--- src/source/axi_lite_pkg.sv ---
`default_nettype none

// definitions for the axi4-lite host side of the text controller
package axi_lite_pkg;

  //////////////////////////////
  // bus widths
  //////////////////////////////

  // data bus width in bits
  localparam int axi_data_width = 32;
  // byte address width
  localparam int axi_addr_width = 16;
  // one write strobe per byte lane
  localparam int axi_strb_width = axi_data_width / 8;

  //////////////////////////////
  // response codes
  //////////////////////////////

  typedef logic [1:0] axi_resp_t;

  // normal completion
  localparam axi_resp_t resp_okay = 2'b00;
  // slave error, used for accesses past the text buffer
  localparam axi_resp_t resp_slverr = 2'b10;

endpackage

`default_nettype wire

--- src/source/text_vram_pkg.sv ---
`default_nettype none

// memory map of the text mode controller
package text_vram_pkg;

  // word index starts above the byte offset bits
  localparam int addr_lsb = 2;

  //////////////////////////////
  // vram region
  //////////////////////////////

  // four character cells per word, 80 x 30 screen
  localparam int vram_words = 600;
  // word index width, limits the buffer to 1024 words
  localparam int vram_index_bits = 10;

  //////////////////////////////
  // palette region
  //////////////////////////////

  // byte address bit that steers an access to the palette
  localparam int palette_sel_bit = 13;
  // colour entries in the palette file
  localparam int palette_words = 8;
  localparam int palette_index_bits = 3;

endpackage

`default_nettype wire

--- src/source/palette_regs.sv ---
`default_nettype none

module palette_regs
  import axi_lite_pkg::*, text_vram_pkg::*;
(
  input  wire logic                          S_AXI_ACLK,
  input  wire logic                          S_AXI_ARESETN,
  input  wire logic [palette_index_bits-1:0] pal_index,
  input  wire logic [axi_data_width-1:0]     mem_wdata,
  input  wire logic [axi_strb_width-1:0]     mem_wstrb,
  input  wire logic                          pal_we,
  output logic [axi_data_width-1:0]          pal_rdata
);

  // colour entries
  logic [axi_data_width-1:0] pal_q [palette_words];

  //////////////////////////////
  // write side
  //////////////////////////////

  // all entries black after reset
  always_ff @(posedge S_AXI_ACLK)
  begin
    if (!S_AXI_ARESETN)
    begin
      for (int e = 0; e < palette_words; e++)
        pal_q[e] <= '0;
    end
    else if (pal_we)
    begin
      // each enabled lane on its own
      for (int i = 0; i < axi_strb_width; i++)
      begin
        if (mem_wstrb[i])
          pal_q[pal_index][i*8 +: 8] <= mem_wdata[i*8 +: 8];
      end
    end
  end

  // combinational read, registered in the controller
  assign pal_rdata = pal_q[pal_index];

endmodule

`default_nettype wire

--- config.mk ---
export PLATFORM = sky130hd
export DESIGN_NAME = palette_regs
export DESIGN_NICKNAME = d
export VERILOG_FILES = /design/src/source/axi_lite_pkg.sv /design/src/source/text_vram_pkg.sv /design/src/source/palette_regs.sv
export SDC_FILE = /design/constraint.sdc
export NUM_CORES = 1
export LEC_CHECK = 0
export BUFFER_PORTS_ARGS = -buffer_cell sky130_fd_sc_hd__buf_2
export CAP_MARGIN = 20
export CORE_MARGIN = 4
export CORE_UTILIZATION = 58
export DETAILED_ROUTE_END_ITERATION = 12
export PLACE_DENSITY = 0.77
export SLEW_MARGIN = 0
export SYNTH_ARGS = -nofsm -noshare
export SYNTH_HDL_FRONTEND = slang
export SYNTH_SLANG_ARGS = --single-unit
--- constraint.sdc ---
create_clock -name S_AXI_ACLK -period 5.29 [get_ports S_AXI_ACLK]
set_clock_uncertainty 0.2 [all_clocks]
set_input_delay 0 -clock S_AXI_ACLK [delete_from_list [all_inputs] [get_ports S_AXI_ACLK]]
set_output_delay 0 -clock S_AXI_ACLK [all_outputs]
set_load 0.005 [all_outputs]
# [Word level (Yosys, flattened, before mapping)]
# Memories as Yosys holds them, arrays and structs flattened.
# Index checks and enable logic that the tools add are counted.
[totals] elab_cells=22 ff_bits=0 output_inout_bits=32 inputBits=42 mem_count=1 ram_bits=256 latchBits=0 rom_bits=0
[mem_list] name="pal_q" words=8 word_bits=32 read_ports=1 rd_clocked_by_memory_dff=0 wr=8 line_no="palette_regs.sv:16" rtl="logic [axi_data_width-1:0] pal_q [palette_words];"
[classes] bitwise_logic=0 n_eq_ne=0 shift=0 addsub=0 n_reduce_logical=1 n_lt_le_gt_ge=0 n_mul=0 div=0 mux=20
[op_table] operator="32-bit 2-to-1 mux" n=1
[op_table] operator="32-bit OR reduction" n=1
[op_table] operator="1-bit 2-to-1 mux" n=17
[op_table] operator="4-bit 2-to-1 mux" n=1
[op_table] operator="3-bit 2-to-1 mux" n=1

# [Longest topological paths before layout]
# Gate-level depths: netlist (run 1).
[logic_depth] depth_word=6 ltp_mapped=6

# [Worst setup path before layout (run 1)]
# No wires, ideal clock.
[synth_timing] path_kind="input-to-reg" startpoint="input port pal_index[1]" endpoint="memory pal_q[4][0], enable pin" path_buffers=3 setup_time_ns=0.384 path_slack_ns=3.332 arrival_time_ns=1.374 path_stages=5 path_cell_list="clkbuf_1 > or2_2 > clkbuf_1 > buf_2 > o21ai_0"
[synth_lines] item="from (decl)" line_no="palette_regs.sv:8" rtl="input wire logic [palette_index_bits-1:0] pal_index,"
[synth_lines] item="to (decl)" line_no="palette_regs.sv:16"

# [Final worst setup path (run 1)]
[layout_timing] startpoint="input port pal_index[2]" endpoint="output port pal_rdata[29]"
[layout_via] elab_chain_len=1
[layout_rtl] item="memory 8 x 32 bit"
[layout_rtl] item="to (decl)" line_no="palette_regs.sv:12" rtl="output logic [axi_data_width-1:0] pal_rdata"
# Every way passes these cells.

==> metrics.txt, run 1 <==
status=complete, but fails checks; failing checks=hold timing; EDFF count, synth=256; CP peak stage delay=0.74 ns; DP HPWL=17.6 mm; async set-reset flop share out of synthesis=0%; startpoint types=primary input; CTS clk-pin slew, worst paths=0.06 ns; Port Buffers=73; WL/cell=22.7 µm; drt pass-1 iters=5; critical path cell sequence=buf_2, buf_4, inv_1, a31o_2, o32a_1, buf_2; Area growth syn-to-layout=15.4%; setup TNS=0 ns; Final Power=4.51 mW; Critical Path AT=2.39 ns; final net count=918; gp weighted congestion=0.833; most common cell type on the critical path=buf_2; Worst-Margin Slew=1.09 ns; top achievable clock speed=386 MHz; Die Span Y=150 µm; Slew HR=26.7%; vias per cell=5.87; Lkg Pwr=4.90 nW; required time of the critical path=5.09 ns; # Max-Cap Violations=0; Tot GR Track Use=24.0%; Antenna Nets Post-Route=0; Syn. warnings=0; Synth Instances=747; min cycle time layout=2.59 ns; sequential share of the synthesized area=65.6%; Worst Setup End Kind=output pin; synthesized flop and latch total=256; total CTS buffers=26; VDD IR max=0.000261 V; max FFs per register=256; Initial Utilization=59.6%; Hold Path Depth=3; antenna violations before repair=1; # DRC=0; post-cts sizing count=0; total wire length=26.3 mm; hold path start=mem_wstrb[3]; chip width=150 µm; fin. max-slew vios=0; clock root buffer master=clkbuf_16; H-tree levels=1; maximum fanout along the worst path=41; Synth cell types=27; antenna diode count=0; Power Dens Cells=334 nW/µm²; via count=6798; CTS tree=yes; synthesized area=11700 µm²; worst hold path endpoint=pal_q[7][27]; syn_nets=789; Clock Path Buffers=3; Post-Syn Area per Cell=15.7 µm²; largest net degree at the start of global routing=42; registers with the most flip-flops=pal_q: 256 flops; RSZ-0062 raised after global routing=false; post-CTS setup buffers=0; Worst path slowest cell=buf_2; Crit Path Class=primary input to output pin; ys flop type=edfxtp_1; I/O pin count=74; Hold Worst Slack=-0.00627 ns; global-route wire length before repair=40.5 mm; CTS Hold Buffers Added=32; gr ovfl total=0; vias in the first global route=6880; share of post-route cells with drive strength above 1=24.3%; Final Hold Vio Count=1; row count=51; Final setup violation count=0; Fillers=1385; Final Cycle Share=49.0%; Hold Crit Class=primary input to register; Sink Count=256; die area=22500 µm²; Iter 0 DRT Violations=689; core area=19700 µm²; Reg with most FFs=pal_q
per-stage QoR:
step,cells,worst slack [ns],area [µm²],utilization (%)
6_report,1159,2.70,13500,68.8
4_1_cts,1139,2.73,13400,68.2
3_3_place_gp,1058,2.44,12300,62.4
5_1_grt,1159,2.54,13500,68.8
3_5_place_dp,1061,2.24,12300,62.5
2_1_floorplan,747,3.33,11700,-
cell families after synthesis:
kind of cell	count (synthesis)	synth area share, %
mux	83	14.4
buf+inv	34	1.70
compound gates	35	1.57
flops	256	65.6
simple gates	339	16.7
synth_stat cells, types with 2 or more instances:
| library cell | instances | area [µm²] |
|---|---|---|
| nor2_1 | 31 | 116 |
| edfxtp_1 | 256 | 7690 |
| and2_1 | 256 | 1600 |
| mux4_1 | 2 | 52.6 |
| mux4_2 | 61 | 1370 |
| nand4_1 | 4 | 25.0 |
| buf_12 | 3 | 60.1 |
| nor2_2 | 2 | 12.5 |
| o21ai_0 | 32 | 160 |
| mux2_4 | 10 | 150 |
| inv_1 | 2 | 7.51 |
| buf_1 | 2 | 7.51 |
| buf_2 | 9 | 45.0 |
| nand4b_1 | 4 | 35.0 |
| nand2_1 | 38 | 143 |
| mux2_2 | 9 | 101 |
| clkbuf_1 | 16 | 60.1 |
cell usage in the layout (no fill, tap or decap):
| cell type | count |
|---|---|
| nor2_1 | 31 |
| clkinv_2 | 3 |
| bufinv_16 | 2 |
| clkbuf_2 | 5 |
| mux4_1 | 2 |
| nor2_2 | 2 |
| clkbuf_1 | 2 |
| clkbuf_16 | 27 |
| buf_4 | 8 |
| clkinv_1 | 12 |
| nand4b_1 | 4 |
| edfxtp_1 | 256 |
| or2b_1 | 1 |
| or2_2 | 1 |
| inv_1 | 2 |
| mux2i_1 | 1 |
| clkbuf_4 | 4 |
| a31o_2 | 1 |
| mux2_4 | 10 |
| and2_1 | 256 |
| o21ai_0 | 32 |
| nand2b_1 | 1 |
| o32a_1 | 1 |
| a21oi_1 | 1 |
| nand4_1 | 4 |
| mux4_2 | 61 |
| nand3b_1 | 1 |
| buf_2 | 84 |
| mux2_2 | 9 |
| dlygate4sd3_1 | 32 |
| nand2_1 | 38 |
power by group:
group          switching (mW)  internal (mW)  leakage, nW
logic                   0.201          0.178         2.07
registers              0.0440           2.35         2.44
clock network           0.731           1.01        0.394
critical path, delay by kind of cell:
family	cells	cell delay, ns
buffers and inverters	4	1.67
AOI/OAI and AO/OA	2	0.71
worst max-delay path by stage:
stage	to	depth (start not counted)	from
detailed placement	pal_q[6][11]	4	pal_index[2]
global placement	pal_q[5][11]	4	pal_index[2]
global route	pal_rdata[29]	6	pal_index[2]
finish	pal_rdata[29]	6	pal_index[2]
floorplan	pal_q[4][0]	5	pal_index[1]
CTS	pal_rdata[29]	6	pal_index[2]
metal layers:
metal | vias up | GRT usage (%) | share of wire [%]
met5 | - | 0 | 0.030
met4 | 2 | 6.36 | 2.3
met3 | 50 | 3.88 | 7.4
met2 | 291 | 38.7 | 49
met1 | 3425 | 34.7 | 41
li1 | 3030 | - | -
cell type report:
cell class | count | area (µm²) | share of cell area [%]
clock buffer | 29 | 683 | 5.05
clock inverter | 17 | 120 | 0.889
inverter | 2 | 7.51 | 0.0555
multi-input combinational | 457 | 3830 | 28.4
sequential | 256 | 7690 | 56.9
tap | 265 | 332 | 2.45
timing repair buffer | 133 | 856 | 6.33
No activity file was read; power rests on OpenSTA's default activity.
==> inputs of run 2 (changes only) <==
==> constraint.sdc (replaced) <==
create_clock -name S_AXI_ACLK -period 2.39 [get_ports S_AXI_ACLK]
set_clock_uncertainty 0.2 [all_clocks]
set_input_delay 0 -clock S_AXI_ACLK [delete_from_list [all_inputs] [get_ports S_AXI_ACLK]]
set_output_delay 0 -clock S_AXI_ACLK [all_outputs]
set_load 0.005 [all_outputs]
==> metrics.txt, run 2 (synthesis gave the netlist of run 1 again) <==
Final setup violation count=0; DP HPWL=16.4 mm; vias per cell=5.79; global-route wire length before repair=39.7 mm; startpoint types=primary input; Hold Worst Slack=0.0889 ns; required time of the critical path=2.57 ns; Critical Path AT=2.23 ns; Hold Path Depth=4; status=finished, final reports clean; Tot GR Track Use=23.6%; # DRC=0; post-cts sizing count=0; antenna diode count=0; CP peak stage delay=0.66 ns; Crit Path Class=primary input to register; clock root buffer master=clkbuf_16; row count=51; Worst Setup End Kind=register; top achievable clock speed=488 MHz; gp weighted congestion=0.783; drt pass-1 iters=5; H-tree levels=1; most frequent cells in the layout=and2_1, edfxtp_1, buf_2; largest net degree at the start of global routing=41; Die Span Y=150 µm; core area=19700 µm²; I/O pin count=74; Hold Crit Class=primary input to register; Clock Path Buffers=3; registers with the most flip-flops=pal_q: 256 flops; chip width=150 µm; hold path start=mem_wstrb[3]; total wire length=25.6 mm; Port Buffers=73; Initial Utilization=59.6%; die area=22500 µm²; Final Cycle Share=85.7%; Worst path slowest cell=nor2_1; Reg with most FFs=pal_q; maximum fanout along the worst path=40; # Max-Cap Violations=0; fin. max-slew vios=0; Slew HR=52.1%; Area growth syn-to-layout=17.2%; post-CTS setup buffers=0; CTS tree=yes; Final Hold Vio Count=0; setup TNS=0 ns; RSZ-0062 raised after global routing=false; CTS clk-pin slew, worst paths=0.07 ns; Worst-Margin Slew=0.716 ns; antenna violations before repair=0; via count=6837; min cycle time layout=2.05 ns; max FFs per register=256; share of post-route cells with drive strength above 1=26.1%; vias in the first global route=7259; critical path cell sequence=dlygate4sd3_1, buf_2, nand4_1, nor2_1, and2_1; Sink Count=256; WL/cell=21.7 µm; final net count=939; Power Dens Cells=726 nW/µm²; VDD IR max=0.000724 V; gr ovfl total=0; total CTS buffers=26; Antenna Nets Post-Route=0; Iter 0 DRT Violations=594; Lkg Pwr=5.03 nW; worst hold path endpoint=pal_q[7][29]
## run 2: how the worst max path moves through the flow
stage,start,endpoint,depth (start not counted)
after floorplan,pal_index[1],pal_q[4][10],5
after global placement,pal_index[0],pal_q[1][28],4
after detailed placement,pal_index[2],pal_q[4][21],4
after CTS,pal_q[0][30],pal_rdata[30],3
after global routing,S_AXI_ARESETN,pal_q[4][22],5
final,S_AXI_ARESETN,pal_q[4][19],5
## run 2: critical path: cells and delay by family
| kind | cells | cell delay [ns] |
|---|---|---|
| buf+inv | 2 | 0.97 |
| simple gates | 3 | 1.24 |
## run 2: layout make-up
| cell class | count | area (µm²) |
|---|---|---|
| repair buffers | 154 | 1070 |
| fillers | 1350 | 5910 |
| clock buffers | 33 | 698 |
| multi-input cells | 457 | 3830 |
| well taps | 265 | 332 |
| flip-flops and latches | 256 | 7690 |
| inverters | 2 | 7.51 |
| clock inverters | 14 | 111 |
## run 2: metal layers
metal	up-vias	track usage (%)	part of all wire [%]
met2	298	40.5	51
met5	-	0	0
met3	79	3.31	6.7
li1	3072	-	-
met4	0	9.38	4.2
met1	3388	30.9	38
## run 2: report_power, final
part	switching [mW]	internal [mW]	total (mW)
Clock	1.60	2.27	3.86
Sequential	0.0723	5.19	5.26
Combinational	0.430	0.422	0.851
## run 2: timing repair
item	in CTS	in global routing
setup endpoints to repair	0	0
hold buffers	33	0
hold endpoints to repair	258	0
## run 2: through the flow
step	instances	total power, mW	util, %	instance area, µm²	worst slack [ns]
global placement	1101	6.12	64.1	12600	0.355
finish	1181	9.98	69.9	13700	0.342
global route	1181	10.3	69.9	13700	0.173
floorplan	747	5.82	-	11700	0.432
CTS	1181	10.0	69.9	13700	0.376
detailed placement	1101	6.17	64.1	12600	0.306
