===== src/source/axi_lite_pkg.sv =====
`default_nettype none

// definitions for the axi4-lite host side of the text controller
package axi_lite_pkg;

  //////////////////////////////
  // bus widths
  //////////////////////////////

  // data bus width in bits
  localparam int axi_data_width = 32;
  // byte address width
  localparam int axi_addr_width = 16;
  // one write strobe per byte lane
  localparam int axi_strb_width = axi_data_width / 8;

  //////////////////////////////
  // response codes
  //////////////////////////////

  typedef logic [1:0] axi_resp_t;

  // normal completion
  localparam axi_resp_t resp_okay = 2'b00;
  // slave error, used for accesses past the text buffer
  localparam axi_resp_t resp_slverr = 2'b10;

endpackage

`default_nettype wire


===== src/source/text_vram_pkg.sv =====
`default_nettype none

// memory map of the text mode controller
package text_vram_pkg;

  // word index starts above the byte offset bits
  localparam int addr_lsb = 2;

  //////////////////////////////
  // vram region
  //////////////////////////////

  // four character cells per word, 80 x 30 screen
  localparam int vram_words = 600;
  // word index width, limits the buffer to 1024 words
  localparam int vram_index_bits = 10;

  //////////////////////////////
  // palette region
  //////////////////////////////

  // byte address bit that steers an access to the palette
  localparam int palette_sel_bit = 13;
  // colour entries in the palette file
  localparam int palette_words = 8;
  localparam int palette_index_bits = 3;

endpackage

`default_nettype wire


===== src/source/axi_lite_ctrl.sv =====
`default_nettype none

module axi_lite_ctrl
  import axi_lite_pkg::*, text_vram_pkg::*;
#(
  parameter int data_width = axi_data_width,
  parameter int addr_width = axi_addr_width,
  parameter int vram_depth = vram_words
)
(
  input  wire logic                          S_AXI_ACLK,
  input  wire logic                          S_AXI_ARESETN,
  input  wire logic [addr_width-1:0]         S_AXI_AWADDR,
  input  wire logic                          S_AXI_AWVALID,
  output logic                               S_AXI_AWREADY,
  input  wire logic [data_width-1:0]         S_AXI_WDATA,
  input  wire logic [data_width/8-1:0]       S_AXI_WSTRB,
  input  wire logic                          S_AXI_WVALID,
  output logic                               S_AXI_WREADY,
  output axi_resp_t                          S_AXI_BRESP,
  output logic                               S_AXI_BVALID,
  input  wire logic                          S_AXI_BREADY,
  input  wire logic [addr_width-1:0]         S_AXI_ARADDR,
  input  wire logic                          S_AXI_ARVALID,
  output logic                               S_AXI_ARREADY,
  output logic [data_width-1:0]              S_AXI_RDATA,
  output axi_resp_t                          S_AXI_RRESP,
  output logic                               S_AXI_RVALID,
  input  wire logic                          S_AXI_RREADY,
  input  wire logic [data_width-1:0]         vram_rdata,
  input  wire logic [data_width-1:0]         pal_rdata,
  output logic [vram_index_bits-1:0]         mem_index,
  output logic [data_width-1:0]              mem_wdata,
  output logic [data_width/8-1:0]            mem_wstrb,
  output logic                               vram_we,
  output logic                               vram_re,
  output logic                               pal_we
);

  localparam int strb_width = data_width / 8;
  // full vram word index, every bit below the palette select bit
  localparam int word_bits = palette_sel_bit - addr_lsb;

  typedef enum logic [2:0] {
    idle,
    write_accept,
    wait_1,
    wait_2,
    wait_3,
    resp_b,
    read_accept,
    resp_r
  } state_t;

  state_t state;
  state_t state_next;

  logic                       write_start;
  logic                       read_start;
  logic [addr_width-1:0]      req_addr;
  logic [word_bits-1:0]       req_word;
  logic                       req_pal;
  logic                       req_oob;
  logic                       pal_sel_q;
  axi_resp_t                  resp_q;
  logic                       resp_ok;
  logic [vram_index_bits-1:0] index_q;
  logic [data_width-1:0]      wdata_q;
  logic [strb_width-1:0]      wstrb_q;
  logic                       rvalid_q;
  logic [data_width-1:0]      rdata_q;

  //////////////////////////////
  // request decode
  //////////////////////////////

  // write wins when both channels present at once
  assign write_start = S_AXI_AWVALID && S_AXI_WVALID;
  assign read_start = S_AXI_ARVALID && !write_start;
  assign req_addr = write_start ? S_AXI_AWADDR : S_AXI_ARADDR;
  assign req_word = req_addr[addr_lsb +: word_bits];
  assign req_pal = req_addr[palette_sel_bit];
  // vram index past the text buffer gets an error
  assign req_oob = !req_pal && (req_word >= vram_depth);

  // decode flags, captured once while idle
  always_ff @(posedge S_AXI_ACLK)
  begin
    if (!S_AXI_ARESETN)
    begin
      pal_sel_q <= 1'b0;
      resp_q <= resp_okay;
    end
    else if (state == idle)
    begin
      pal_sel_q <= req_pal;
      resp_q <= req_oob ? resp_slverr : resp_okay;
    end
  end

  // address and write payload, held for the whole transaction
  always_ff @(posedge S_AXI_ACLK)
  begin
    if (state == idle)
    begin
      index_q <= req_addr[addr_lsb +: vram_index_bits];
      wdata_q <= S_AXI_WDATA;
      wstrb_q <= S_AXI_WSTRB;
    end
  end

  assign resp_ok = (resp_q == resp_okay);

  //////////////////////////////
  // transaction fsm
  //////////////////////////////

  always_ff @(posedge S_AXI_ACLK)
  begin
    if (!S_AXI_ARESETN)
      state <= idle;
    else
      state <= state_next;
  end

  always_comb
  begin
    state_next = state;
    case (state)
      idle:
      begin
        if (write_start)
          state_next = write_accept;
        else if (read_start)
          state_next = read_accept;
      end
      // three wait states before the write response
      write_accept: state_next = wait_1;
      wait_1: state_next = wait_2;
      wait_2: state_next = wait_3;
      wait_3: state_next = resp_b;
      resp_b:
      begin
        if (S_AXI_BREADY)
          state_next = idle;
      end
      read_accept: state_next = resp_r;
      resp_r:
      begin
        if (rvalid_q && S_AXI_RREADY)
          state_next = idle;
      end
      default: state_next = idle;
    endcase
  end

  //////////////////////////////
  // read response
  //////////////////////////////

  // vram data arrives one edge after read_accept, loaded on the next
  always_ff @(posedge S_AXI_ACLK)
  begin
    if (!S_AXI_ARESETN)
      rvalid_q <= 1'b0;
    else if ((state == resp_r) && !rvalid_q)
      rvalid_q <= 1'b1;
    else if (rvalid_q && S_AXI_RREADY)
      rvalid_q <= 1'b0;
  end

  always_ff @(posedge S_AXI_ACLK)
  begin
    if ((state == resp_r) && !rvalid_q)
    begin
      // out of range reads return zero
      if (!resp_ok)
        rdata_q <= '0;
      else if (pal_sel_q)
        rdata_q <= pal_rdata;
      else
        rdata_q <= vram_rdata;
    end
  end

  // host side handshakes straight from the state
  assign S_AXI_AWREADY = (state == write_accept);
  assign S_AXI_WREADY = (state == write_accept);
  assign S_AXI_ARREADY = (state == read_accept);
  assign S_AXI_BVALID = (state == resp_b);
  assign S_AXI_BRESP = resp_q;
  assign S_AXI_RVALID = rvalid_q;
  assign S_AXI_RDATA = rdata_q;
  assign S_AXI_RRESP = resp_q;

  // datapath strobes, range already checked here
  assign mem_index = index_q;
  assign mem_wdata = wdata_q;
  assign mem_wstrb = wstrb_q;
  assign vram_we = (state == write_accept) && !pal_sel_q && resp_ok;
  assign vram_re = (state == read_accept) && !pal_sel_q && resp_ok;
  assign pal_we = (state == write_accept) && pal_sel_q;

endmodule

`default_nettype wire


===== config.mk =====
export PLATFORM = sky130hd
export DESIGN_NAME = axi_lite_ctrl
export DESIGN_NICKNAME = d
export VERILOG_FILES = /design/src/source/axi_lite_pkg.sv /design/src/source/text_vram_pkg.sv /design/src/source/axi_lite_ctrl.sv
export SDC_FILE = /design/constraint.sdc
export NUM_CORES = 1
export LEC_CHECK = 0
export BUFFER_PORTS_ARGS = -buffer_cell sky130_fd_sc_hd__buf_2
export CAP_MARGIN = 40
export CORE_MARGIN = 2
export CORE_UTILIZATION = 43
export CTS_BUF_LIST = sky130_fd_sc_hd__clkbuf_8
export DETAILED_ROUTE_END_ITERATION = 10
export GPL_ROUTABILITY_DRIVEN = 1
export PLACE_DENSITY = 0.83
export SETUP_SLACK_MARGIN = 0.02
export SLEW_MARGIN = 20
export SYNTH_ARGS = -nofsm -noshare
export SYNTH_HDL_FRONTEND = slang
export SYNTH_SLANG_ARGS = --single-unit

===== constraint.sdc =====
create_clock -name S_AXI_ACLK -period 5 [get_ports S_AXI_ACLK]
set_clock_uncertainty 0.1 [all_clocks]
set_input_delay 0.5 -clock S_AXI_ACLK [delete_from_list [all_inputs] [get_ports S_AXI_ACLK]]
set_output_delay 0.5 -clock S_AXI_ACLK [all_outputs]
set_load 0.01 [all_outputs]

---- After elaboration in Yosys (flattened, before gate mapping) ----
Index checks and enable logic that the tools add are counted.
storage, ports and cells
  word-level logic and storage cells ...... 47
  bits of input ports ..................... 139
  register bits after elaboration ......... 85
cells by class
  reduce and logical (&&, ||, !) cells .... 18
  equality and inequality tests ........... 10
  mux-type cells .......................... 10
  order comparisons ....................... 1
operators with widths
  operator                                                              number
  two-way mux 32 bit                                                    1
  case mux 3 bit (8 select lines)                                       1
  two-way mux 14 bit                                                    1
  equality test 3 bit (second input constant)                           4
  two-way mux 3 bit                                                     4
  greater-or-equal comparator 11 x 10 -> 1 bit (second input constant)  1
  logical AND 1 bit                                                     10
  equality test 3 x 2 -> 1 bit (second input constant)                  2
  logical NOT 1 bit                                                     4
  equality test 3 x 1 -> 1 bit (second input constant)                  1
  logical NOT 3 bit                                                     1
  != test 3 bit (second input constant)                                 1
  AND reduction 3 bit                                                   1
  logical NOT 2 bit                                                     1
  two-way mux 1 bit                                                     2
  two-way mux 2 bit                                                     1
  != test 2 x 1 -> 1 bit (second input constant)                        1
  != test 2 bit (second input constant)                                 1
  nonzero test 2 bit                                                    1

---- Depth between registers and ports, before layout ----
  depth in word-level cells ............... 6
  mapped depth ............................ 6

---- Worst setup path before layout ----
No wires, ideal clock.
  kind .................................... reg-to-reg
  start point ............................. register state[1]
  end point ............................... register rdata_q[0] (netlist: S_AXI_RDATA[0]), enable pin
  path buffers ............................ 1
  arrival ................................. 3010 ps
  stages on the path, launching flop included .. 4
  setup slack ............................. 1420 ps
  data required time ...................... 4430 ps
  period minus slack after synthesis ...... 3580 ps
  cells stage by stage .................... dfxtp_1 buf_2 nand2_1 nor3b_1
on the way
  cells in the longest elaborated chain, start to end .. 2
ends and longest elaborated chain
  what                      RTL line              source
  start: declaration        axi_lite_ctrl.sv:55   state_t state;
  start signal: assignment  axi_lite_ctrl.sv:121  state <= idle;
  start signal: assignment  axi_lite_ctrl.sv:123  state <= state_next;
  equality test 3 bit       axi_lite_ctrl.sv:174  if ((state == resp_r) && !rvalid_q)
  logical AND 1 bit         axi_lite_ctrl.sv:174
  end signal: assignment    axi_lite_ctrl.sv:180  rdata_q <= pal_rdata;
  end signal: assignment    axi_lite_ctrl.sv:182  rdata_q <= vram_rdata;
  end: declaration          axi_lite_ctrl.sv:71   logic [data_width-1:0] rdata_q;
No other way between the ends.
A chain may end at the register's enable or synchronous reset.

---- Final worst setup path ----
  start point ............................. register state[0]
  end point ............................... output port vram_we
on the way
  cells in the longest elaborated chain, start to end .. 3
ends and longest elaborated chain
  what                             RTL line              source
  equality test 3 x 1 -> 1 bit     axi_lite_ctrl.sv:200  assign vram_we = (state == write_accept) && !pal_sel_q && resp_ok;
  logical AND 1 bit (2 in series)  axi_lite_ctrl.sv:200
  end: declaration                 axi_lite_ctrl.sv:35   output logic vram_we,
No other way between the ends.

==> flow_metrics.env <==
export IMPL_status="finished clean"
export IMPL_fin_crit_sh_pct=45.11
export IMPL_grt_pass1_wl_um=11540
export IMPL_cp_common_cell="nor3b_1"
export IMPL_rows=32
export IMPL_initial_core_util_pct=44.03
export IMPL_drt_iter0_markers=52
export IMPL_grt_pass1_vias=2474
export IMPL_grt_antenna_before_repair=0
export IMPL_switching_share_pct=29.85
export IMPL_setup_violations_final=0
export IMPL_crit_required_ps=4400
export IMPL_grt_overflow=0
export IMPL_drt_total_wl_um=7550
export IMPL_relSlewSlack_pct=60.26
export IMPL_cts_setup_buffers=0
export IMPL_rsz0062_at_grt="no"
export IMPL_crit_slowest_cell="dfxtp_1"
export IMPL_slowest_delay_ps=550
export IMPL_max_freq_ghz=0.4434
export IMPL_comb_power_share_pct=22.8
export IMPL_pwr_share_clk_pct=25.5
export IMPL_holdBufCountCts=0
export IMPL_yosysSeqAreaShare_pct=73.13
export IMPL_maxSlewViolCount=0
export IMPL_finalHoldViolations=0
export IMPL_dieHeight_um=92.49
export IMPL_worst_path_dominant_cell_family="simple AND/OR/NAND/NOR gates"
export IMPL_ys_warn_count=0
export IMPL_clk_pin_slew_ps=100
export IMPL_cts_sinks=84
export IMPL_critical_path_buf_inv_count=1
export IMPL_seq_power_share_pct=51.7
export IMPL_gp_congestion=0.7258
export IMPL_hp_class="input pin to flop"
export IMPL_stdcell_count=546
export IMPL_dr_pass1_iters=4
export IMPL_htreeDepth=3
export IMPL_ant_nets=0
export IMPL_avgViaCountPerCell=4.701
export IMPL_synth_seq_cells=84
export IMPL_drive_gt1_share_pct=56.31
export IMPL_syn_avg_cell_area_um2=15.24
export IMPL_synth_area_um2=3367
export IMPL_clock_root_buffer="clkbuf_8"
export IMPL_power_density_nw_per_um2=386.3
export IMPL_path_class="flop to output port"
export IMPL_post_place_cells=530
export IMPL_drc=0
export IMPL_synth_cell_types=30
export IMPL_diodes=0
export IMPL_grt_max_degree=51
export IMPL_cp_start_kind="flop"
export IMPL_design_die_area_um2=8554
export IMPL_portBuffers=218
export IMPL_fin_crit_ps=2255
export IMPL_cap_violations=0
export IMPL_peakVddDrop_uv=268.1
export IMPL_fp_dieW_um=92.49
export IMPL_ctsLongestPathBuffers=2
export IMPL_crit_chain="nor3b_1, nor3b_1, buf_2"
export IMPL_path_max_fanout=10
export IMPL_finalWorstSetupSlack_ps=2745
export IMPL_clk_latency_ps=340
export IMPL_final_nets=578
export IMPL_cts_tree="built"
export IMPL_vias=2567
export IMPL_wl_per_cell_um=13.83
export IMPL_p_switching_mw=0.5488
export IMPL_synthCells=221
export IMPL_cts_inserted_buffers=9
export IMPL_grt_util_all_layers_pct=17.28
export IMPL_leakage_nw=2.140
export IMPL_place_ws_ps=3053
export IMPL_critical_path_arrival_ps=1660
export IMPL_end_kind="output port"
export IMPL_areaGrowthSynthToFinish_pct=41.36
export IMPL_tightest_slew_ps=596.1
export IMPL_ioPinCount=229
export IMPL_post_dp_hpwl_um=5799
export IMPL_setup_tns_ps=0
export IMPL_postCtsResizedCells=0
export IMPL_core_area_um2=7647
export IMPL_internal_power_mw=1.290
[kinds of logic after synthesis]
logic type             share of synthesized area, %
flip-flops                                    73.13
AND/OR/NAND/NOR                               8.956
buffers and inverters                         2.861
AO/OA/AOI/OAI                                 1.858
multiplexers                                  13.08
other                                        0.1114
[Yosys cell counts (all sizes together)]
cell,number,share of area (%)
nor2,36,4.0
inv,3,0.33
nor3b,3,0.67
mux2,8,2.7
o21a,1,0.22
nand2,7,1.0
o21ai,3,0.45
nand4,1,0.19
a211oi,1,0.22
nand2b,1,0.19
conb,1,0.11
and3,2,0.37
nor3,3,0.59
mux2i,35,10
o311ai,1,0.26
clkbuf,4,0.45
and3b,1,0.26
buf,12,2.1
nand3,5,0.74
nor4,1,0.19
a21oi,3,0.45
dfxtp,6,3.6
nor2b,3,0.56
edfxtp,78,70
and2,1,0.19
a311oi,1,0.26
[area by class of cell]
type                    count  area [µm²]
multi-input cells         119       823.3
clock buffers               9       123.9
repair buffers            222        1134
well taps                 102       127.6
flip-flops and latches     84        2464
clock inverters             7       76.32
inverters                   3       11.26
fillers                   641        2888
[worst register-to-register path: stages, from the launching register on]
cell and delay, ps:
dfxtp_1 550, nand2_1 180, nor3b_2 200, buf_4 390
[layer usage]
metal  share of wire [%]  GRT usage [%]  vias up
li1                    -              -     1241
met1                  37          19.32     1200
met2                  54          32.36      120
met3                 7.5          4.150        6
met4                0.81          5.224        0
met5                   0              0        -
[stage by stage]
stage	hold WS [ps]	area, µm²	utilization (%)	power [mW]
6_report	221.8	4760	62.24	1.839
5_1_grt	192.4	4760	62.24	1.937
4_1_cts	201.3	4760	62.24	1.861
3_5_place_dp	537.2	4559	59.62	1.393
3_3_place_gp	518.5	4539	59.36	1.369
2_1_floorplan	498.9	3371	-	1.212
[registers in the layout (all words and copies together), names as in the netlist]
name          cells
S_AXI_RDATA      32
mem_wdata        32
mem_index        10
mem_wstrb         4
state             3
S_AXI_BRESP       1
S_AXI_RVALID      1
pal_sel_q         1
[layout by cell type, fill, tap and decap left out, types with 2 or more instances in the layout]
cell type / netlist / final
nand2_1: 6 / 6
and3_1: 2 / 2
o21ai_0: 2 / 2
a21oi_1: 3 / 3
nor3b_1: 3 / 2
nor2_1: 36 / 36
nor3_1: 2 / 2
clkinv_4: 0 / 2
clkbuf_8: 0 / 9
nor2b_1: 3 / 3
mux2i_1: 35 / 35
mux2_2: 8 / 8
buf_4: 4 / 3
buf_2: 8 / 218
nand3_1: 5 / 5
inv_1: 3 / 3
conb_1: 1 / 2
inv_8: 0 / 3
dfxtp_1: 6 / 5
edfxtp_1: 78 / 78
[worst paths after layout]
kind / start / to / slack, ps / cells past startpoint
max: state[0] / vram_we / 2740 / 3
min: S_AXI_WDATA[7] / mem_wdata[7] / 220 / 1
max reg2reg: state[1] / S_AXI_RDATA[22] / 3230 / 3
min reg2reg: pal_sel_q / pal_sel_q / 560 / 2
[power groups by stage]
stage	registers, mW	clock network [mW]	logic [mW]
detailed placement	0.968	0	0.424
CTS	0.952	0.484	0.425
finish	0.951	0.469	0.419
global route	0.962	0.513	0.462
floorplan	1.00	0	0.208
global placement	0.985	0	0.384
(Power assumes the default switching activity.)
